==> src/dma_pkg.sv <==
/*
 * shared constants and the CPU byte decode for the DMA subsystem
 * imported by the engine, the memory, the SD buffer and the top level
 */
`default_nettype none

package dma_pkg;

	localparam int ADDR_W      = 21;    // DRAM word address
	localparam int MEM_DEPTH_W = 10;    // address bits backed by the on-chip memory
	localparam int REG_NUM     = 8;     // CPU-writable registers

	// one-hot write strobe positions
	localparam int REG_SADDRL = 0;
	localparam int REG_SADDRH = 1;
	localparam int REG_SADDRX = 2;
	localparam int REG_DADDRL = 3;
	localparam int REG_DADDRH = 4;
	localparam int REG_DADDRX = 5;
	localparam int REG_LEN    = 6;
	localparam int REG_CTRL   = 7;     // writing here launches a burst

	localparam logic [2:0] DEV_RAM = 3'b001;
	localparam logic [2:0] DEV_SD  = 3'b010;

	// SD byte queues, depth equals the credit count
	localparam int SD_DEPTH = 4;
	localparam int SD_PTR_W = $clog2(SD_DEPTH);
	localparam int SD_CNT_W = $clog2(SD_DEPTH + 1);

	// CPU data byte, raw for addresses and length, decoded for the control write
	typedef union packed {
		logic [7:0] raw;
		struct packed {
			logic       wnr;       // 1 - RAM to device
			logic       zwait;     // stall the CPU while busy
			logic [2:0] spare;
			logic [2:0] device;
		} ctrl;
	} dma_ctrl_u;

endpackage

`default_nettype wire

==> src/sd_buffer.sv <==
/*
 * SD side byte buffer between the engine strobe interface and the
 * credit based tx and rx byte links, one small queue per direction
 */
`timescale 1ns/1ps
`default_nettype none

module sd_buffer
	import dma_pkg::*;
(
	input  wire        clk,
	input  wire        rst_n,

	// engine side
	input  wire        sd_req,
	input  wire        sd_rnw,
	input  wire  [7:0] sd_wrdata,
	output logic [7:0] sd_rddata,
	output logic       sd_stb,

	// outgoing link
	output logic       sd_tx_valid,
	output logic [7:0] sd_tx_data,
	input  wire        sd_tx_credit,

	// incoming link
	input  wire        sd_rx_valid,
	input  wire  [7:0] sd_rx_data,
	output logic       sd_rx_credit
);

	logic [7:0]          tx_q [0:SD_DEPTH-1];
	logic [SD_PTR_W-1:0] tx_wp;
	logic [SD_PTR_W-1:0] tx_rp;
	logic [SD_CNT_W-1:0] tx_cnt;
	logic [SD_CNT_W-1:0] tx_crd;    // credits held for the far side
	logic                tx_push;
	logic                tx_pop;
	logic                tx_full;

	logic [7:0]          rx_q [0:SD_DEPTH-1];
	logic [SD_PTR_W-1:0] rx_wp;
	logic [SD_PTR_W-1:0] rx_rp;
	logic [SD_CNT_W-1:0] rx_cnt;
	logic                rx_pop;
	logic                rx_empty;

	assign tx_full  = tx_cnt == SD_CNT_W'(SD_DEPTH);
	assign rx_empty = rx_cnt == '0;

	assign sd_stb    = sd_req & (sd_rnw ? ~rx_empty : ~tx_full);
	assign sd_rddata = rx_q[rx_rp];

	assign tx_push = sd_stb & ~sd_rnw;
	assign tx_pop  = (tx_cnt != '0) & (tx_crd != '0);    // send only with a credit
	assign rx_pop  = sd_stb & sd_rnw;

	// tx queue payload
	always_ff @(posedge clk)
	begin
		if (tx_push)
			tx_q[tx_wp] <= sd_wrdata;
		if (tx_pop)
			sd_tx_data <= tx_q[tx_rp];
	end

	always_ff @(posedge clk)
	begin
		if (!rst_n)
		begin
			tx_wp       <= '0;
			tx_rp       <= '0;
			tx_cnt      <= '0;
			tx_crd      <= SD_CNT_W'(SD_DEPTH);
			sd_tx_valid <= 1'b0;
		end
		else
		begin
			if (tx_push)
				tx_wp <= tx_wp + 1'b1;
			if (tx_pop)
				tx_rp <= tx_rp + 1'b1;
			tx_cnt      <= tx_cnt + SD_CNT_W'(tx_push) - SD_CNT_W'(tx_pop);
			tx_crd      <= tx_crd + SD_CNT_W'(sd_tx_credit) - SD_CNT_W'(tx_pop);
			sd_tx_valid <= tx_pop;
		end
	end

	// rx queue never overflows while the sender keeps to its credits
	always_ff @(posedge clk)
	begin
		if (sd_rx_valid)
			rx_q[rx_wp] <= sd_rx_data;
	end

	always_ff @(posedge clk)
	begin
		if (!rst_n)
		begin
			rx_wp        <= '0;
			rx_rp        <= '0;
			rx_cnt       <= '0;
			sd_rx_credit <= 1'b0;
		end
		else
		begin
			if (sd_rx_valid)
				rx_wp <= rx_wp + 1'b1;
			if (rx_pop)
				rx_rp <= rx_rp + 1'b1;
			rx_cnt       <= rx_cnt + SD_CNT_W'(sd_rx_valid) - SD_CNT_W'(rx_pop);
			sd_rx_credit <= rx_pop;    // one credit back per consumed byte
		end
	end

endmodule

`default_nettype wire

==> config.mk <==
export PLATFORM = sky130hd
export DESIGN_NAME = sd_buffer
export DESIGN_NICKNAME = d
export VERILOG_FILES = /design/src/dma_pkg.sv /design/src/sd_buffer.sv
export SDC_FILE = /design/constraint.sdc
export NUM_CORES = 1
export LEC_CHECK = 0
export ABC_AREA = 1
export BUFFER_PORTS_ARGS = -buffer_cell sky130_fd_sc_hd__buf_4
export CORE_AREA = 3 3 96 98
export DETAILED_ROUTE_END_ITERATION = 8
export DIE_AREA = 0 0 99 101
export GPL_TIMING_DRIVEN = 0
export PLACE_DENSITY = 0.69
export SETUP_SLACK_MARGIN = 0.3
export SLEW_MARGIN = 20
export SYNTH_ARGS = -nofsm -noshare
export SYNTH_HDL_FRONTEND = slang
export SYNTH_SLANG_ARGS = --single-unit
export TNS_END_PERCENT = 30
==> constraint.sdc <==
create_clock -name clk -period 2.5 [get_ports clk]
set_clock_uncertainty 0.05 [all_clocks]
set_input_delay 0.25 -clock clk [delete_from_list [all_inputs] [get_ports clk]]
set_output_delay 0.25 -clock clk [all_outputs]
set_load 0.1 [all_outputs]
==> impl_metrics.ini <==
[status]
outcome = complete, no violations

[setup_path]
timing.reg2reg.setup_slack_ns = 0.42
worst_r2r_path_depth = 12
worstPathCellList = inv_1, nor2_1, nand2_1, nand4_1, inv_1, ha_1, inv_1, ha_1, fa_1, inv_1, nand2_1, nor3b_1
arrival_ns = 2.28
worst_path_largest_cell_delay_ns = 0.39
cpLargestDelayFamily = adder cells
max_stage_delay_cell_worst_path = dfxtp_1
crit_buf_inv = 4
crit_type = flip-flop to flip-flop
critical-path-top-cell-by-count = inv_1
crit_path_start_kind = flip-flop
r2r_end = rx_cnt[2]
critical_path_peak_fanout = 4
critical_path.reg2reg.startpoint = tx_cnt[2]
endpoint_kind = flip-flop
cp_data_required_time_ns = 2.70

[power_and_ir_drop]
share_comb_of_total_power = 0.411
peak_supply_drop_v = 0.0005672
p_leak_nw = 1.776
p_int_w = 0.002842
clock_power_share = 0.179
cellPowerDensity_nw_per_um2 = 1131
net_switching_power_of_the_design_w = 0.002152
sequentialPowerShare = 0.410
swShare = 0.4308

[die]
initial_utilization = 0.4434
dieHeight_um = 101
num_rows = 34
num_io_pins = 41
die_area_um2 = 9999
fp.dieW_um = 99
total_core_area_um2 = 8551

[clocking]
cts.sink_count = 93
post_cts_hold_buffers = 0
worst_skew_pair.late_latency_ns = 0.36
tritoncts = built
clk_pin_slew_ns = 0.10
cts-buffers-inserted = 9
clock_tree_buf_depth = 2
clock-root-buffer = clkbuf_8
ctsHtreeMaxLevel = 3

[sta]
timing.final.hold_violations = 0
final_max_slew_viol_count = 0
timing.final.crit_period_ns = 2.084
relative_max_transition_margin = 0.4350
post-route-period-util = 0.8335
endpoints_failing_setup = 0
max_clock_freq_mhz = 479.9
tns_ns = 0
setup_ws_ns = 0.4162
worst_pin_slew_ns = 0.8444
unrepaired_setup_endpoints_after_global_routing = yes

[layout]
area_growth_pct = 16.47
layout.cells.most_common = edfxtp_1
number_of_nets_in_the_finished_design = 403
fillCellCount = 733
mostFrequentLayoutCells = edfxtp_1 (72), nor2_1 (51), buf_4 (42), inv_1 (41), o21ai_0 (29)
final_layout_size_suffix_gt1_frac = 0.2141
diodes = 0

[synthesis]
yosysUniqueCellTypes = 28
yosys-mux-area-fraction = 0
yosys.area.top_type = edfxtp_1
synth-warning-count = 0
postSynthAreaPerCell_um2 = 12.11
post_synth_instance_area_um2 = 3791
synthSimpleGateAreaFrac = 0.1033
syn-instance-count = 313
synth_xor_xnor_area_share = 0.01155
ys_seq_area_frac = 0.6812
net_count_of_the_mapped_netlist = 352
yosys.area_share.adder = 0.06205
synth_compound_gate_area_share = 0.08119
number_of_synthesized_register_bits = 93
synthDominantCellAreaShare = 0.5703
combinational_family_with_the_most_area_after_synthesis = simple AND/OR/NAND/NOR gates
synth.area.top_cells = edfxtp_1 (57%), dfxtp_1 (11%), nor2_1 (5.0%)

[grt]
grt_antenna_before_repair = 0
first_pass_grt_wire_length_mm = 10.70
grt_max_degree = 17
grt_overflow_total = 0
groute.usage.overall = 0.1392
gr-usage-met2 = 0.2237
met3_usage = 0.04221
first_global_vias = 2217
busiest_layer = met2
global_route.usage.met1 = 0.1824

[route]
drt_first_iter_violations = 115
avgRoutedWirePerCell_um = 13.99
drt_wl_total_mm = 6.674
detail_route.drc_violations = 0
vias_per_cell = 4.757
route.vias.total = 2269
first_pass_iters = 4
drt.antenna.violating_nets = 0

[placed_design]
dpl_worst_slack_ns = 0.3133
placement.io_buffers = 40
detailedPlacementHpwl_mm = 4.490
gp_routability_congestion = 0.7366

[job]
timing.max_cap.violations = 0

[min_path]
min-delay-start = sd_wrdata[5]
min_delay_worst_endpoint = tx_q[2][5]
hold_crit_path_type = primary input to flip-flop
worst_hold_path.num_cells = 1
layout make-up:
type / instances / area [um^2] / area share
multi-input cells: 168 / 991.0 / 0.2244
clock inverters: 7 / 48.80 / 0.01105
repair buffers: 40 / 300.3 / 0.06801
well taps: 108 / 135.1 / 0.03060
flip-flops and latches: 93 / 2584 / 0.5852
plain buffers: 7 / 58.81 / 0.01332
clock buffers: 9 / 123.9 / 0.02805
inverters: 45 / 173.9 / 0.03939
per-stage QoR:
step | area (um^2) | std cells | util | hold slack [ns] | power [W]
after CTS | 4414 | 477 | 0.5162 | 0.02062 | 0.005033
final | 4415 | 477 | 0.5164 | 0.03124 | 0.004994
after floorplan | 3804 | 313 | - | 0.2989 | 0.003694
after global routing | 4415 | 477 | 0.5164 | 0.01619 | 0.005286
after detailed placement | 4239 | 461 | 0.4958 | 0.4033 | 0.004146
after global placement | 4239 | 461 | 0.4958 | 0.4021 | 0.004109
cell families (layout without fill, tap and decap cells):
| family | after synthesis | after routing |
|---|---|---|
| flops | 93 | 93 |
| fa+ha+maj | 17 | 17 |
| simple gates | 90 | 90 |
| xor+xnor | 5 | 5 |
| buf+inv | 52 | 108 |
| compound gates | 56 | 56 |
cells in the mapped netlist (all sizes together):
library cell and count:
inv 45, and3 1, nand4 2, xnor2 2
buf 6, fa 3, dfxtp 21, a21oi 5
o22ai 16, nand3 4, nor3b 1, edfxtp 72
clkbuf 1, nor2 54, ha 14, xor2 3
nand2 28, o21ai 35
timing repair:
action                     in CTS  in global routing
setup buffers                   0                  0
gates resized for setup         1                  1
setup endpoints to repair       1                  4
worst reg2reg max path: cells and delay by family (launching register included):
kind	cells	cell delay, ns
buffers and inverters	4	0.27
adder cells (fa/ha/maj)	3	0.81
AND/OR/NAND/NOR	5	0.46
flip-flops	1	0.39
power by group through the flow:
stage               registers [W]  clock network, W  logic [W]
finish                    0.00205          0.000895    0.00205
global route              0.00207          0.000979    0.00223
CTS                       0.00205          0.000910    0.00208
detailed placement        0.00208                 0    0.00206
global placement          0.00207                 0    0.00203
floorplan                 0.00262                 0    0.00107
registers in the layout, indices dropped and copies added, names as in the netlist, named ones only:
| register | flops |
|---|---|
| sd_tx_valid | 1 |
| rx_q | 32 |
| rx_wp | 2 |
| tx_cnt | 3 |
| tx_rp | 2 |
| rx_cnt | 3 |
| sd_rx_credit | 1 |
| tx_crd | 3 |
| rx_rp | 2 |
| sd_tx_data | 8 |
| tx_q | 32 |
| tx_wp | 2 |
how the worst max path moves through the flow:
stage | startpoint | to | slack, ns | depth (start not counted)
floorplan | flip-flop | sd_rddata[0] | 0.11 | 3
detailed placement | tx_cnt[1] | tx_cnt[2] | 0.31 | 11
global placement | tx_cnt[1] | tx_cnt[2] | 0.37 | 11
global route | tx_cnt[2] | rx_cnt[2] | 0.25 | 12
CTS | tx_cnt[1] | tx_cnt[2] | 0.38 | 12
finish | tx_cnt[2] | rx_cnt[2] | 0.42 | 12
metal layers:
| layer | vias to the layer above | part of all wire |
|---|---|---|
| met5 | - | 0 |
| met4 | 0 | 0.010 |
| met3 | 8 | 0.057 |
| met2 | 53 | 0.49 |
| met1 | 1041 | 0.44 |
| li1 | 1167 | - |
Note: power is estimated with default switching activity, not from simulation.
