## src/dma_pkg.sv

```systemverilog
/*
 * shared constants and the CPU byte decode for the DMA subsystem
 * imported by the engine, the memory, the SD buffer and the top level
 */
`default_nettype none

package dma_pkg;

	localparam int ADDR_W      = 21;    // DRAM word address
	localparam int MEM_DEPTH_W = 10;    // address bits backed by the on-chip memory
	localparam int REG_NUM     = 8;     // CPU-writable registers

	// one-hot write strobe positions
	localparam int REG_SADDRL = 0;
	localparam int REG_SADDRH = 1;
	localparam int REG_SADDRX = 2;
	localparam int REG_DADDRL = 3;
	localparam int REG_DADDRH = 4;
	localparam int REG_DADDRX = 5;
	localparam int REG_LEN    = 6;
	localparam int REG_CTRL   = 7;     // writing here launches a burst

	localparam logic [2:0] DEV_RAM = 3'b001;
	localparam logic [2:0] DEV_SD  = 3'b010;

	// SD byte queues, depth equals the credit count
	localparam int SD_DEPTH = 4;
	localparam int SD_PTR_W = $clog2(SD_DEPTH);
	localparam int SD_CNT_W = $clog2(SD_DEPTH + 1);

	// CPU data byte, raw for addresses and length, decoded for the control write
	typedef union packed {
		logic [7:0] raw;
		struct packed {
			logic       wnr;       // 1 - RAM to device
			logic       zwait;     // stall the CPU while busy
			logic [2:0] spare;
			logic [2:0] device;
		} ctrl;
	} dma_ctrl_u;

endpackage

`default_nettype wire

```

## src/dma_engine.sv

```systemverilog
/*
 * DMA engine: CPU programmed register file plus a read/write phase machine
 * moving 16-bit words between DRAM and DRAM or the SD byte channel
 */
`timescale 1ns/1ps
`default_nettype none

module dma_engine
	import dma_pkg::*;
(
	input  wire                 clk,
	input  wire                 rst_n,

	input  wire [REG_NUM-1:0]   reg_wr,
	input  wire [7:0]           reg_data,
	output logic                dma_act,
	output logic                dma_wait,

	output logic [ADDR_W-1:0]   dram_addr,
	input  wire  [15:0]         dram_rddata,
	output logic [15:0]         dram_wrdata,
	output logic                dram_req,
	output logic                dram_rnw,
	input  wire                 dram_next,

	input  wire  [7:0]          sd_rddata,
	output logic [7:0]          sd_wrdata,
	output logic                sd_req,
	output logic                sd_rnw,
	input  wire                 sd_stb
);

	dma_ctrl_u          cpu;
	logic [REG_NUM-1:0] wr;
	logic               launch;

	logic [ADDR_W-1:0]  s_addr;
	logic [ADDR_W-1:0]  d_addr;
	logic [7:0]         b_len;
	logic [8:0]         ctr;       // top bit set means idle
	logic [2:0]         device;
	logic               dma_wnr;
	logic               dma_zwait;
	logic               phase;     // 0 - read, 1 - write
	logic               bsel;      // 0 - low byte, 1 - high byte
	logic [15:0]        data;

	logic dv_ram;
	logic dv_sd;
	logic state_mem;
	logic state_dev;
	logic mem_done;
	logic sd_done;
	logic phase_end;
	logic cyc_end;

	assign cpu.raw = reg_data;
	assign wr      = reg_wr & {REG_NUM{~dma_act}};    // registers locked during a burst
	assign launch  = wr[REG_CTRL];

	assign dma_act  = ~ctr[8];
	assign dma_wait = dma_act & dma_zwait;

	assign dv_ram = device == DEV_RAM;
	assign dv_sd  = device == DEV_SD;

	// phase table
	//  wnr  phase  RAM  DEV
	//   0     0     0    1     device read
	//   0     1     1    0     RAM write
	//   1     0     1    0     RAM read
	//   1     1     0    1     device write
	// RAM to RAM uses memory in both phases
	assign state_mem = dv_ram | (dma_wnr ^ phase);
	assign state_dev = ~dv_ram & (dma_wnr ^ ~phase);

	assign dram_addr   = phase ? d_addr : s_addr;
	assign dram_wrdata = data;
	assign dram_req    = dma_act & state_mem;
	assign dram_rnw    = ~phase;

	assign sd_wrdata = bsel ? data[15:8] : data[7:0];    // low byte goes first
	assign sd_req    = dma_act & state_dev & dv_sd;
	assign sd_rnw    = ~phase;

	assign mem_done  = dram_req & dram_next;
	assign sd_done   = sd_req & sd_stb;
	assign phase_end = mem_done | (sd_done & bsel);    // SD phase ends on the second byte
	assign cyc_end   = phase & phase_end;

	// read data latch
	always_ff @(posedge clk)
	begin
		if (~phase & mem_done)
			data <= dram_rddata;
		else if (~phase & sd_done)
		begin
			if (bsel)
				data[15:8] <= sd_rddata;
			else
				data[7:0] <= sd_rddata;
		end
	end

	// burst control and phase sequencing
	always_ff @(posedge clk)
	begin
		if (!rst_n)
		begin
			device    <= '0;
			dma_wnr   <= 1'b0;
			dma_zwait <= 1'b0;
			phase     <= 1'b0;
			bsel      <= 1'b0;
		end
		else if (launch)
		begin
			device    <= cpu.ctrl.device;
			dma_wnr   <= cpu.ctrl.wnr;
			dma_zwait <= cpu.ctrl.zwait;
			phase     <= 1'b0;
			bsel      <= 1'b0;
		end
		else
		begin
			if (phase_end)
				phase <= ~phase;
			if (sd_done)
				bsel <= ~bsel;
		end
	end

	// word counter, N loaded means N+1 words
	always_ff @(posedge clk)
	begin
		if (!rst_n)
			ctr <= 9'h100;    // idle out of reset
		else if (launch)
			ctr <= {1'b0, b_len};
		else if (cyc_end)
			ctr <= ctr - 9'd1;
	end

	always_ff @(posedge clk)
	begin
		if (wr[REG_LEN])
			b_len <= cpu.raw;
	end

	// byte addresses from the CPU, word addresses inside
	always_ff @(posedge clk)
	begin
		if (wr[REG_SADDRL])
			s_addr[6:0] <= cpu.raw[7:1];
		if (wr[REG_SADDRH])
			s_addr[12:7] <= cpu.raw[5:0];
		if (wr[REG_SADDRX])
			s_addr[20:13] <= cpu.raw;

		if (wr[REG_DADDRL])
			d_addr[6:0] <= cpu.raw[7:1];
		if (wr[REG_DADDRH])
			d_addr[12:7] <= cpu.raw[5:0];
		if (wr[REG_DADDRX])
			d_addr[20:13] <= cpu.raw;

		if (mem_done & ~phase)
			s_addr <= s_addr + ADDR_W'(1);    // next source word
		if (mem_done & phase)
			d_addr <= d_addr + ADDR_W'(1);
	end

endmodule

`default_nettype wire

```

## config.mk

```make
export PLATFORM = sky130hd
export DESIGN_NAME = dma_engine
export DESIGN_NICKNAME = d
export VERILOG_FILES = /design/src/dma_pkg.sv /design/src/dma_engine.sv
export SDC_FILE = /design/constraint.sdc
export NUM_CORES = 1
export LEC_CHECK = 0
export ABC_AREA = 0
export BUFFER_PORTS_ARGS = -buffer_cell sky130_fd_sc_hd__buf_2
export CAP_MARGIN = 40
export CORE_ASPECT_RATIO = 0.8
export CORE_MARGIN = 5
export CORE_UTILIZATION = 49
export CTS_CLUSTER_DIAMETER = 80
export DETAILED_ROUTE_END_ITERATION = 10
export PLACE_DENSITY_LB_ADDON = 0.1
export SETUP_SLACK_MARGIN = 0.5
export SYNTH_ARGS = -nofsm -noshare
export SYNTH_HDL_FRONTEND = slang
export SYNTH_SLANG_ARGS = --single-unit
```

## constraint.sdc

```tcl
create_clock -name clk -period 2.29 [get_ports clk]
set_clock_uncertainty 0.05 [all_clocks]
set_input_delay 0.229 -clock clk [delete_from_list [all_inputs] [get_ports clk]]
set_output_delay 0.229 -clock clk [all_outputs]
set_load 0.1 [all_outputs]
```

==> results of run 1 <==
==> worst max-delay path, stage by stage (launching register included) <==
cell and delay [ns]:
sky130_fd_sc_hd__dfxtp_2 0.33, sky130_fd_sc_hd__xor2_2 0.18, sky130_fd_sc_hd__or4_4 0.54, sky130_fd_sc_hd__buf_8 0.16, sky130_fd_sc_hd__and2_4 0.19, sky130_fd_sc_hd__or3_1 0.31, sky130_fd_sc_hd__a31oi_1 0.16
==> timing repair <==
item	in CTS	in global routing
setup endpoints to repair	156	145
gates resized for setup	34	90
cloned	1	7
setup buffers	20	29
pin swaps	27	27
==> area by class of cell <==
class / instances / area (sq um) / share of cell area (%)
Clock buffer: 10 / 229 / 3.22
Clock inverter: 6 / 57.6 / 0.810
Inverter: 7 / 33.8 / 0.476
Multi-Input combinational cell: 322 / 2650 / 37.3
Sequential cell: 82 / 2310 / 32.5
Tap cell: 115 / 144 / 2.03
Timing Repair Buffer: 166 / 1680 / 23.6
==> cells in the final DEF, fill, tap and decap left out, types with 4 or more instances in the layout <==
master and instances:
sky130_fd_sc_hd__clkinvlp_4 4, sky130_fd_sc_hd__o21ai_0 6, sky130_fd_sc_hd__nand2_1 54, sky130_fd_sc_hd__xnor2_1 15
sky130_fd_sc_hd__buf_6 13, sky130_fd_sc_hd__nor2_1 11, sky130_fd_sc_hd__buf_4 49, sky130_fd_sc_hd__buf_12 32
sky130_fd_sc_hd__clkbuf_16 15, sky130_fd_sc_hd__nor2_2 4, sky130_fd_sc_hd__buf_8 4, sky130_fd_sc_hd__xor2_1 28
sky130_fd_sc_hd__nand2_2 15, sky130_fd_sc_hd__edfxtp_1 66, sky130_fd_sc_hd__buf_2 61, sky130_fd_sc_hd__a21oi_1 27
sky130_fd_sc_hd__nand3_1 18, sky130_fd_sc_hd__nor2_4 20, sky130_fd_sc_hd__inv_1 5, sky130_fd_sc_hd__a21oi_2 22
sky130_fd_sc_hd__and3_1 5, sky130_fd_sc_hd__nand4_1 8, sky130_fd_sc_hd__mux2_4 27, sky130_fd_sc_hd__dfxtp_1 12
sky130_fd_sc_hd__nand2_4 9
==> how the worst max path moves through the flow <==
stage	end	slack, ns	startpoint
after floorplan	dram_wrdata[0]	-0.13	phase
after global placement	dram_wrdata[11]	0.21	device[2]
final	ctr[4]	0.30	dma_wnr
after CTS	dram_rnw	0.32	phase
after global routing	ctr[4]	0.23	dma_wnr
after detailed placement	ctr[4]	0.19	device[2]
==> per-layer routing <==
metal	track usage (%)	vias up	routed length, um
met5	0	-	0
met4	6.47	0	283
met3	6.60	27	1380
met2	37.6	228	7690
met1	34.3	2001	6270
li1	-	1857	-
==> through the flow <==
stage	cells	total power, mW	cell area, sq um	util (%)
2_1_floorplan	429	2.41	4860	-
3_3_place_gp	635	2.71	5760	64.6
3_5_place_dp	635	2.73	5760	64.6
4_1_cts	672	4.15	6360	71.3
5_1_grt	708	4.41	7100	79.6
6_report	708	4.29	7100	79.6
==> cell families (layout without fill, tap and decap cells) <==
logic type                 after synthesis  in the layout  share of synthesized area, %
AOI/OAI and AO/OA                       73             73                          10.7
muxes                                   29             29                          7.42
DFF                                     82             82                          52.3
and+or+nand+nor                        172            172                          17.4
xor gates and xnor gates                45             45                          8.95
buffers and inverters                   25            189                          2.42
adders and majority gates                3              3                         0.853
==> registers in the layout, summed over array words and instances (netlist names) <==
signal,flops
s_addr,21
dram_wrdata,16
dma_wnr,1
ctr,9
phase,1
bsel,1
device,3
d_addr,21
dma_zwait,1
b_len,8
==> power by group <==
part	total [mW]	switching [mW]	leakage, nW	internal (mW)
registers	1.80	0.0898	0.755	1.71
logic	1.06	0.668	1.79	0.397
clock network	1.42	0.583	0.134	0.836
==> flow_results.xml, run 1 <==
<?xml version="1.0" encoding="UTF-8"?>
<metrics>
  <group name="timing">
    <metric name="fin_ws" unit="ns">0.296</metric>
    <metric name="max-slew-margin-rel" unit="%">58.6</metric>
    <metric name="worst_hold_slack" unit="ns">0.112</metric>
    <metric name="worst_slew_pin_slew" unit="ns">0.620</metric>
    <metric name="fin_crit" unit="ns">1.99</metric>
    <metric name="setup_repair_after_global_routing_missed_its_margin" unit="">true</metric>
    <metric name="setup_tns" unit="ns">0</metric>
    <metric name="period_share" unit="%">87.1</metric>
    <metric name="max_clk_rate" unit="MHz">502</metric>
    <metric name="hold_violations" unit="">0</metric>
    <metric name="setup_viol" unit="">0</metric>
    <metric name="finalMaxSlewViolations" unit="">0</metric>
  </group>
  <group name="floorplan">
    <metric name="fp.dieArea" unit="sq um">11000</metric>
    <metric name="floorplan.core_area" unit="sq um">8920</metric>
    <metric name="top_level_pins" unit="">95</metric>
    <metric name="floorplan.die.width" unit="um">116</metric>
    <metric name="initial_core_util" unit="%">49.4</metric>
    <metric name="fp-row-count" unit="">31</metric>
    <metric name="die_height" unit="um">94.8</metric>
  </group>
  <group name="finish">
    <metric name="nFillCells" unit="">494</metric>
    <metric name="nNetsFinal" unit="">635</metric>
    <metric name="syn2layout_area_growth" unit="%">61.3</metric>
    <metric name="antennaDiodeCount" unit="">0</metric>
    <metric name="drive_above_1_share" unit="%">53.5</metric>
  </group>
  <group name="worst_setup_path">
    <metric name="crit_path_end_kind" unit="">flop</metric>
    <metric name="timing.critical_path.from_type" unit="">flop</metric>
    <metric name="crit_required" unit="ns">2.51</metric>
    <metric name="reg2reg_from" unit="">dma_wnr</metric>
    <metric name="r2r_slack" unit="ns">0.30</metric>
    <metric name="timing.critical_path.arrival" unit="ns">2.21</metric>
    <metric name="setup_cp_type" unit="">flop to flop</metric>
    <metric name="r2r.worst_path.cells" unit="">6</metric>
    <metric name="crit_path_max_fanout" unit="">7</metric>
    <metric name="rr_endpoint" unit="">ctr[4]</metric>
  </group>
  <group name="routing">
    <metric name="drt_first_pass_iters" unit="">5</metric>
    <metric name="routed-via-count" unit="">4113</metric>
    <metric name="detail_route.vias_per_cell" unit="">5.81</metric>
    <metric name="detail_route.wirelength" unit="um">15600</metric>
    <metric name="drc_errors" unit="">0</metric>
    <metric name="postRouteAntennaNets" unit="">0</metric>
    <metric name="wl_per_cell" unit="um">22.1</metric>
    <metric name="detail_route.iter0.violations" unit="">439</metric>
  </group>
  <group name="placement">
    <metric name="place.port_buffers" unit="">94</metric>
    <metric name="pre_cts_ws" unit="ns">0.190</metric>
    <metric name="gpl.final_weighted_congestion" unit="">0.936</metric>
    <metric name="hpwlAfterDp" unit="um">9290</metric>
  </group>
  <group name="global_route">
    <metric name="grt_antenna_before_repair" unit="">0</metric>
    <metric name="global_route_usage_sum" unit="%">24.5</metric>
    <metric name="grt_pass1_vias" unit="">3774</metric>
    <metric name="globalRoute.totalOverflow" unit="">0</metric>
    <metric name="grt_max_degree" unit="">29</metric>
    <metric name="grt_first_pass_wirelength" unit="um">20200</metric>
  </group>
  <group name="synthesis">
    <metric name="synth_top_area_share" unit="%">45.0</metric>
    <metric name="yosys-top-cells-count" unit="">81 x sky130_fd_sc_hd__nand2_1, 66 x sky130_fd_sc_hd__edfxtp_1, 50 x sky130_fd_sc_hd__a21oi_1</metric>
    <metric name="yosys-top-cells-area" unit="">sky130_fd_sc_hd__edfxtp_1 45%, sky130_fd_sc_hd__mux2_2 7.4%, sky130_fd_sc_hd__dfxtp_1 7.3%, sky130_fd_sc_hd__nand2_1 6.9%, sky130_fd_sc_hd__xor2_1 6.0%</metric>
    <metric name="post_synth_inst_count" unit="">429</metric>
    <metric name="postSynthAreaPerCell" unit="sq um">10.3</metric>
    <metric name="async_flop_share" unit="%">0</metric>
    <metric name="synth_enable_flop_cells" unit="">66</metric>
    <metric name="netlist.top_cell.by_area" unit="">sky130_fd_sc_hd__edfxtp_1</metric>
    <metric name="synthMostInstantiatedCell" unit="">sky130_fd_sc_hd__nand2_1</metric>
    <metric name="ys_seq_area_share" unit="%">52.3</metric>
    <metric name="netlist-cell-type-count" unit="">40</metric>
    <metric name="synth.net_count" unit="">476</metric>
    <metric name="synth-warning-count" unit="">0</metric>
    <metric name="ys_ff_latch" unit="">82</metric>
    <metric name="synth-main-ff-cell" unit="">sky130_fd_sc_hd__edfxtp_1</metric>
    <metric name="syn_area" unit="sq um">4400</metric>
  </group>
  <group name="min_path">
    <metric name="hold_path_startpoint" unit="">dram_rddata[3]</metric>
    <metric name="class_of_the_tightest_hold_or_removal_check" unit="">primary input to flop</metric>
    <metric name="timing.hold.worst_endpoint" unit="">dram_wrdata[3]</metric>
    <metric name="timing.hold.worst_path_depth" unit="">3</metric>
  </group>
  <group name="job">
    <metric name="max_cap_violations" unit="">0</metric>
  </group>
  <group name="clock_network">
    <metric name="tritoncts_num_sinks" unit="">82</metric>
    <metric name="postCtsHoldBufs" unit="">0</metric>
    <metric name="cts_max_path_buffers" unit="">2</metric>
    <metric name="cts_tree" unit="">done</metric>
    <metric name="ctsHtreeMaxLevel" unit="">3</metric>
    <metric name="tritoncts.num_buffers" unit="">9</metric>
    <metric name="clock_insertion_delay_worst_skew" unit="ns">0.34</metric>
    <metric name="cts_clk_pin_slew_worst_paths" unit="ns">0.06</metric>
    <metric name="cts-root-buf" unit="">sky130_fd_sc_hd__clkbuf_16</metric>
  </group>
  <group name="pwr">
    <metric name="power_per_cell_area" unit="nW/um^2">603</metric>
    <metric name="static-leakage-power" unit="nW">2.68</metric>
    <metric name="peakVddDrop" unit="mV">0.512</metric>
  </group>
  <group name="status">
    <metric name="run_status" unit="">completed</metric>
  </group>
</metrics>
No activity file was read; power rests on OpenSTA's default activity.
==> run 2, diff against run 1 <==
--- a/config.mk
+++ b/config.mk
@@ -14,6 +14,7 @@
 export CTS_CLUSTER_DIAMETER = 80
 export DETAILED_ROUTE_END_ITERATION = 10
 export PLACE_DENSITY_LB_ADDON = 0.1
+export REMOVE_ABC_BUFFERS = 1
 export SETUP_SLACK_MARGIN = 0.5
 export SYNTH_ARGS = -nofsm -noshare
 export SYNTH_HDL_FRONTEND = slang
==> run 2 against run 1 <==
Die area unchanged. First-iteration DRC count decreased by 25%. Cell count decreased by 3.1%. Register-to-register slack got worse by 0.04 ns. Sequential share of layout area increased by 4.4 points. Clock-buffer cell count increased by 1. Setup slack got worse by 0.041 ns. Routed wire length decreased by 18%. Critical path type unchanged. Critical endpoint is now dram_wrdata[9]. Largest cell class is now sequential cells.
==> flow_results.xml, run 2 (synthesized netlist as in run 1, its figures left out) <==
<?xml version="1.0" encoding="UTF-8"?>
<metrics>
  <group name="timing">
    <metric name="fin_crit" unit="ns">2.03</metric>
    <metric name="worst_hold_slack" unit="ns">0.109</metric>
    <metric name="period_share" unit="%">88.8</metric>
    <metric name="worst_slew_pin_slew" unit="ns">0.594</metric>
    <metric name="max_clk_rate" unit="MHz">492</metric>
    <metric name="setup_repair_after_global_routing_missed_its_margin" unit="">true</metric>
    <metric name="hold_violations" unit="">0</metric>
    <metric name="max-slew-margin-rel" unit="%">60.3</metric>
    <metric name="finalMaxSlewViolations" unit="">0</metric>
    <metric name="setup_viol" unit="">0</metric>
  </group>
  <group name="placement">
    <metric name="hpwlAfterDp" unit="um">8950</metric>
    <metric name="gpl.final_weighted_congestion" unit="">0.876</metric>
    <metric name="place.port_buffers" unit="">94</metric>
    <metric name="place_inst" unit="">637</metric>
  </group>
  <group name="clock_network">
    <metric name="tritoncts.num_buffers" unit="">9</metric>
    <metric name="tritoncts_num_sinks" unit="">82</metric>
    <metric name="postCtsHoldBufs" unit="">0</metric>
    <metric name="cts_max_path_buffers" unit="">2</metric>
    <metric name="cts-root-buf" unit="">sky130_fd_sc_hd__clkbuf_16</metric>
    <metric name="clock_insertion_delay_worst_skew" unit="ns">0.34</metric>
    <metric name="cts_tree" unit="">done</metric>
    <metric name="ctsHtreeMaxLevel" unit="">3</metric>
    <metric name="cts_clk_pin_slew_worst_paths" unit="ns">0.06</metric>
  </group>
  <group name="global_route">
    <metric name="global_route_usage_sum" unit="%">23.5</metric>
    <metric name="grt_util_met3" unit="%">7.30</metric>
    <metric name="grt_max_degree" unit="">38</metric>
    <metric name="globalRoute.totalOverflow" unit="">0</metric>
    <metric name="grt_first_pass_wirelength" unit="um">19300</metric>
    <metric name="grt_pass1_vias" unit="">3682</metric>
    <metric name="global_route_track_usage_on_met1" unit="%">34.0</metric>
    <metric name="grt_antenna_before_repair" unit="">0</metric>
    <metric name="use_met2" unit="%">35.0</metric>
    <metric name="grt_most_used_layer" unit="">met2</metric>
  </group>
  <group name="finish">
    <metric name="drive_above_1_share" unit="%">39.9</metric>
    <metric name="most_common_library_cell_in_the_layout_ignoring_fill_and_taps" unit="">sky130_fd_sc_hd__nand2_1</metric>
    <metric name="nFillCells" unit="">657</metric>
    <metric name="fin_cells" unit="">686</metric>
    <metric name="nNetsFinal" unit="">614</metric>
    <metric name="syn2layout_area_growth" unit="%">41.9</metric>
    <metric name="antennaDiodeCount" unit="">0</metric>
    <metric name="final_cell_mix" unit="">77 x sky130_fd_sc_hd__nand2_1, 66 x sky130_fd_sc_hd__edfxtp_1, 62 x sky130_fd_sc_hd__buf_2, 49 x sky130_fd_sc_hd__a21oi_1, 49 x sky130_fd_sc_hd__buf_4</metric>
  </group>
  <group name="worst_setup_path">
    <metric name="timing.critical_path.from_type" unit="">flop</metric>
    <metric name="crit_path_end_kind" unit="">flop</metric>
    <metric name="r2r_slack" unit="ns">0.26</metric>
    <metric name="timing.critical_path.arrival" unit="ns">2.03</metric>
    <metric name="crit_path_max_fanout" unit="">8</metric>
    <metric name="critical_path.slowest_cell" unit="">sky130_fd_sc_hd__or4_4</metric>
    <metric name="crit_required" unit="ns">2.29</metric>
    <metric name="critical_path.cell_chain" unit="">or2_1 &gt; or4_4 &gt; buf_6 &gt; and2_4 &gt; nor2_1 &gt; buf_4</metric>
    <metric name="cpPeakStageDelay" unit="ns">0.52</metric>
    <metric name="setup_cp_type" unit="">flop to flop</metric>
  </group>
  <group name="floorplan">
    <metric name="floorplan.die.width" unit="um">116</metric>
    <metric name="fp.dieArea" unit="sq um">11000</metric>
    <metric name="initial_core_util" unit="%">49.4</metric>
    <metric name="die_height" unit="um">94.8</metric>
    <metric name="floorplan.core_area" unit="sq um">8920</metric>
    <metric name="fp-row-count" unit="">31</metric>
    <metric name="top_level_pins" unit="">95</metric>
  </group>
  <group name="routing">
    <metric name="detail_route.iter0.violations" unit="">330</metric>
    <metric name="detail_route.vias_per_cell" unit="">5.60</metric>
    <metric name="routed-via-count" unit="">3841</metric>
    <metric name="detail_route.wirelength" unit="um">12800</metric>
    <metric name="wl_per_cell" unit="um">18.6</metric>
    <metric name="drc_errors" unit="">0</metric>
    <metric name="drt_first_pass_iters" unit="">5</metric>
    <metric name="postRouteAntennaNets" unit="">0</metric>
  </group>
  <group name="pwr">
    <metric name="peakVddDrop" unit="mV">0.486</metric>
    <metric name="static-leakage-power" unit="nW">2.40</metric>
    <metric name="fin_total_pwr" unit="mW">4.09</metric>
    <metric name="power_per_cell_area" unit="nW/um^2">655</metric>
  </group>
  <group name="min_path">
    <metric name="class_of_the_tightest_hold_or_removal_check" unit="">primary input to flop</metric>
  </group>
  <group name="job">
    <metric name="max_cap_violations" unit="">0</metric>
  </group>
  <group name="status">
    <metric name="run_status" unit="">completed</metric>
  </group>
</metrics>
run 2: cell count changes in the layout (fill, tap and decap cells not counted), sizes merged:
cell and change:
clkbuf -6, clkinvlp -4, inv +2, buf -14
run 2: per-layer routing:
layer,vias up,share of wire [%]
met5,-,0
met3,18,7.9
li1,1810,-
met4,0,1.5
met2,172,46
met1,1841,45
run 2: worst paths after layout:
kind / start / end / cells after the start
max: device[2] / dram_wrdata[9] / 6
min: dram_rddata[5] / dram_wrdata[5] / 3
max reg2reg: device[2] / dram_wrdata[9] / 6
min reg2reg: dma_zwait / dma_zwait / 2
run 2: report_power, final:
part	internal (mW)	leakage, nW	switching [mW]
clock network	0.831	0.137	0.545
registers	1.71	0.754	0.0859
logic	0.323	1.51	0.596
run 2: final cells by class:
class                           instances  area [sq um]  area share (%)
Timing Repair Buffer                  145          1290            20.6
Clock buffer                           11           233            3.72
Multi-Input combinational cell        322          2210            35.3
Tap cell                              115           144            2.30
Sequential cell                        82          2310            36.9
Inverter                                7          26.3           0.421
Clock inverter                          4          43.8           0.701
run 2: metrics by stage:
stage | setup WS [ns] | instance area, sq um | TNS [ns] | utilization (%)
2_1_floorplan | -2.46 | 4320 | -171.22 | -
3_3_place_gp | 0.277 | 5410 | 0 | 60.7
3_5_place_dp | 0.265 | 5410 | 0 | 60.7
4_1_cts | 0.278 | 6000 | 0 | 67.3
5_1_grt | 0.211 | 6250 | 0 | 70.0
6_report | 0.255 | 6250 | 0 | 70.0
run 2: repair_timing:
item,in CTS,in global routing
setup buffers,19,14
gates cloned,1,0
pin swaps,19,10
setup endpoints to repair,149,145
resized for setup,45,33
run 2: worst max-delay path, delay by kind of cell, from the launching register on:
kind | cells | cell delay [ns]
buf+inv | 2 | 0.34
simple gates | 4 | 1.01
flops | 1 | 0.32
==> run 3, diff against run 2 <==
--- a/config.mk
+++ b/config.mk
@@ -10,7 +10,7 @@
 export CAP_MARGIN = 40
 export CORE_ASPECT_RATIO = 0.8
 export CORE_MARGIN = 5
-export CORE_UTILIZATION = 49
+export CORE_UTILIZATION = 54
 export CTS_CLUSTER_DIAMETER = 80
 export DETAILED_ROUTE_END_ITERATION = 10
 export PLACE_DENSITY_LB_ADDON = 0.1
==> constraint.sdc (replaced) <==
create_clock -name clk -period 2.07 [get_ports clk]
set_clock_uncertainty 0.05 [all_clocks]
set_input_delay 0.207 -clock clk [delete_from_list [all_inputs] [get_ports clk]]
set_output_delay 0.207 -clock clk [all_outputs]
set_load 0.1 [all_outputs]
==> run 3 against run 2 <==
Critical path type unchanged. First-iteration DRC count increased by 95%. Clock-buffer cell count is the same. Via count up 26%. Setup slack got worse by 0.23 ns.
==> flow_results.xml, run 3 (synthesized netlist as in run 1, its figures left out) <==
<?xml version="1.0" encoding="UTF-8"?>
<metrics>
  <group name="timing">
    <metric name="max-slew-margin-rel" unit="%">66.2</metric>
    <metric name="max_clk_rate" unit="MHz">488</metric>
    <metric name="setup_tns" unit="ns">0</metric>
    <metric name="worst_slew_pin_slew" unit="ns">0.511</metric>
    <metric name="setup_viol" unit="">0</metric>
    <metric name="worst_hold_slack" unit="ns">0.0782</metric>
    <metric name="fin_crit" unit="ns">2.05</metric>
    <metric name="hold_violations" unit="">0</metric>
    <metric name="fin_ws" unit="ns">0.0222</metric>
    <metric name="period_share" unit="%">98.9</metric>
    <metric name="finalMaxSlewViolations" unit="">0</metric>
    <metric name="setup_repair_after_global_routing_missed_its_margin" unit="">true</metric>
  </group>
  <group name="clock_network">
    <metric name="tritoncts.num_buffers" unit="">9</metric>
    <metric name="clock_insertion_delay_worst_skew" unit="ns">0.38</metric>
    <metric name="cts_tree" unit="">done</metric>
    <metric name="ctsHtreeMaxLevel" unit="">3</metric>
    <metric name="tritoncts_num_sinks" unit="">82</metric>
    <metric name="postCtsHoldBufs" unit="">0</metric>
    <metric name="cts-root-buf" unit="">sky130_fd_sc_hd__clkbuf_8</metric>
    <metric name="cts_max_path_buffers" unit="">2</metric>
    <metric name="cts_clk_pin_slew_worst_paths" unit="ns">0.08</metric>
  </group>
  <group name="global_route">
    <metric name="use_met2" unit="%">43.0</metric>
    <metric name="grt_antenna_before_repair" unit="">0</metric>
    <metric name="globalRoute.totalOverflow" unit="">0</metric>
    <metric name="global_route_track_usage_on_met1" unit="%">36.9</metric>
    <metric name="grt_pass1_vias" unit="">4048</metric>
    <metric name="grt_most_used_layer" unit="">met2</metric>
    <metric name="grt_first_pass_wirelength" unit="um">21400</metric>
    <metric name="global_route_usage_sum" unit="%">27.2</metric>
    <metric name="grt_util_met3" unit="%">7.03</metric>
    <metric name="grt_max_degree" unit="">23</metric>
  </group>
  <group name="pwr">
    <metric name="power_per_cell_area" unit="nW/um^2">614</metric>
    <metric name="netSwitchingFraction" unit="%">33.7</metric>
    <metric name="pwr-share-seq" unit="%">43.5</metric>
    <metric name="peakVddDrop" unit="mV">0.614</metric>
    <metric name="static-leakage-power" unit="nW">2.87</metric>
    <metric name="power_frac_clock" unit="%">28.3</metric>
    <metric name="power.net_switching" unit="mW">1.55</metric>
    <metric name="internal_power" unit="mW">3.05</metric>
    <metric name="comb_power_share" unit="%">28.2</metric>
  </group>
  <group name="routing">
    <metric name="detail_route.wirelength" unit="um">20700</metric>
    <metric name="detail_route.iter0.violations" unit="">643</metric>
    <metric name="detail_route.vias_per_cell" unit="">6.69</metric>
    <metric name="routed-via-count" unit="">4844</metric>
    <metric name="postRouteAntennaNets" unit="">0</metric>
    <metric name="drc_errors" unit="">0</metric>
    <metric name="drt_first_pass_iters" unit="">5</metric>
    <metric name="wl_per_cell" unit="um">28.5</metric>
  </group>
  <group name="worst_setup_path">
    <metric name="crit_path_max_fanout" unit="">14</metric>
    <metric name="timing.critical_path.from" unit="">phase</metric>
    <metric name="crit_required" unit="ns">2.26</metric>
    <metric name="timing.critical_path.from_type" unit="">flop</metric>
    <metric name="setup_cp_type" unit="">flop to flop</metric>
    <metric name="timing.critical_path.arrival" unit="ns">2.24</metric>
    <metric name="crit_path_end_kind" unit="">flop</metric>
    <metric name="reg2reg_from" unit="">phase</metric>
  </group>
  <group name="floorplan">
    <metric name="top_level_pins" unit="">95</metric>
    <metric name="fp-row-count" unit="">29</metric>
    <metric name="die_height" unit="um">90.8</metric>
    <metric name="floorplan.core_area" unit="sq um">7950</metric>
    <metric name="fp.dieArea" unit="sq um">10100</metric>
    <metric name="floorplan.die.width" unit="um">111</metric>
    <metric name="initial_core_util" unit="%">55.4</metric>
  </group>
  <group name="finish">
    <metric name="syn2layout_area_growth" unit="%">70.3</metric>
    <metric name="nNetsFinal" unit="">658</metric>
    <metric name="post-route-util" unit="%">94.3</metric>
    <metric name="drive_above_1_share" unit="%">57.8</metric>
    <metric name="antennaDiodeCount" unit="">0</metric>
    <metric name="fin_cells" unit="">724</metric>
    <metric name="final_cell_mix" unit="">66 x sky130_fd_sc_hd__edfxtp_1, 59 x sky130_fd_sc_hd__buf_2, 56 x sky130_fd_sc_hd__buf_4, 50 x sky130_fd_sc_hd__nand2_1, 41 x sky130_fd_sc_hd__buf_12</metric>
    <metric name="nFillCells" unit="">203</metric>
    <metric name="most_common_library_cell_in_the_layout_ignoring_fill_and_taps" unit="">sky130_fd_sc_hd__edfxtp_1</metric>
  </group>
  <group name="min_path">
    <metric name="hold_path_startpoint" unit="">dram_rddata[3]</metric>
    <metric name="class_of_the_tightest_hold_or_removal_check" unit="">primary input to flop</metric>
  </group>
  <group name="placement">
    <metric name="place_inst" unit="">635</metric>
    <metric name="hpwlAfterDp" unit="um">8980</metric>
    <metric name="place.port_buffers" unit="">94</metric>
    <metric name="gpl.final_weighted_congestion" unit="">0.881</metric>
    <metric name="pre_cts_ws" unit="ns">-0.0320</metric>
  </group>
  <group name="job">
    <metric name="max_cap_violations" unit="">0</metric>
  </group>
  <group name="status">
    <metric name="run_status" unit="">completed</metric>
  </group>
</metrics>
## run 3: changes by cell type in the layout (fill, tap and decap cells not counted), moves of 17 or more
cell	delta
sky130_fd_sc_hd__a21oi_1	-26
sky130_fd_sc_hd__a21oi_2	+23
sky130_fd_sc_hd__buf_12	+17
sky130_fd_sc_hd__nand2_1	-27
sky130_fd_sc_hd__nand2_2	+17
sky130_fd_sc_hd__nor2_4	+19
## run 3: final timing paths
check / endpoint / slack, ns / cells after the start
worst max register to register: ctr[6] / 0.02 / 7
worst max-delay path: ctr[6] / 0.02 / 7
worst min-delay path: dram_wrdata[3] / 0.08 / 3
worst min register to register: dma_zwait / 0.47 / 2
## run 3: area by class of cell
| class | instances | area [sq um] | share of cell area, % |
|---|---|---|---|
| repair buffers | 189 | 2050 | 27.4 |
| clock inverters | 5 | 78.8 | 1.05 |
| well taps | 108 | 135 | 1.80 |
| flip-flops and latches | 82 | 2310 | 30.9 |
| multi-input cells | 322 | 2750 | 36.6 |
| clock buffers | 11 | 131 | 1.75 |
| inverters | 7 | 38.8 | 0.517 |
## run 3: power by group through the flow
stage               combinational [mW]  sequential (mW)  clock, mW
floorplan                        0.551             2.04          0
global placement                 0.921             2.01          0
detailed placement               0.935             2.02          0
CTS                               1.05             1.98       1.24
global route                      1.33             2.00       1.36
finish                            1.30             2.00       1.30
## run 3: per-stage QoR
step	cell area, sq um	power, mW
floorplan	4320	2.59
global placement	5470	2.93
detailed placement	5470	2.95
CTS	6350	4.27
global route	7500	4.70
finish	7500	4.60
## run 3: metal layers
metal | up-vias | wire length (um)
met4 | 0 | 1510
met1 | 2271 | 6940
met5 | - | 0
met3 | 149 | 2590
li1 | 1900 | -
met2 | 524 | 9620
## run 3: worst max-delay path, stage by stage (launching register included)
cell and delay [ns]:
sky130_fd_sc_hd__dfxtp_4 0.38, sky130_fd_sc_hd__buf_4 0.13, sky130_fd_sc_hd__buf_12 0.16, sky130_fd_sc_hd__nor3b_1 0.38, sky130_fd_sc_hd__nand2_1 0.21, sky130_fd_sc_hd__a2111oi_4 0.38, sky130_fd_sc_hd__xnor2_1 0.16, sky130_fd_sc_hd__a21oi_1 0.07
## run 3: repair_timing
| item | in CTS | in global routing |
|---|---|---|
| setup buffers | 31 | 30 |
| gates cloned | 4 | 8 |
| pin swaps | 30 | 31 |
| setup endpoints to repair | 161 | 162 |
| resized for setup | 76 | 214 |
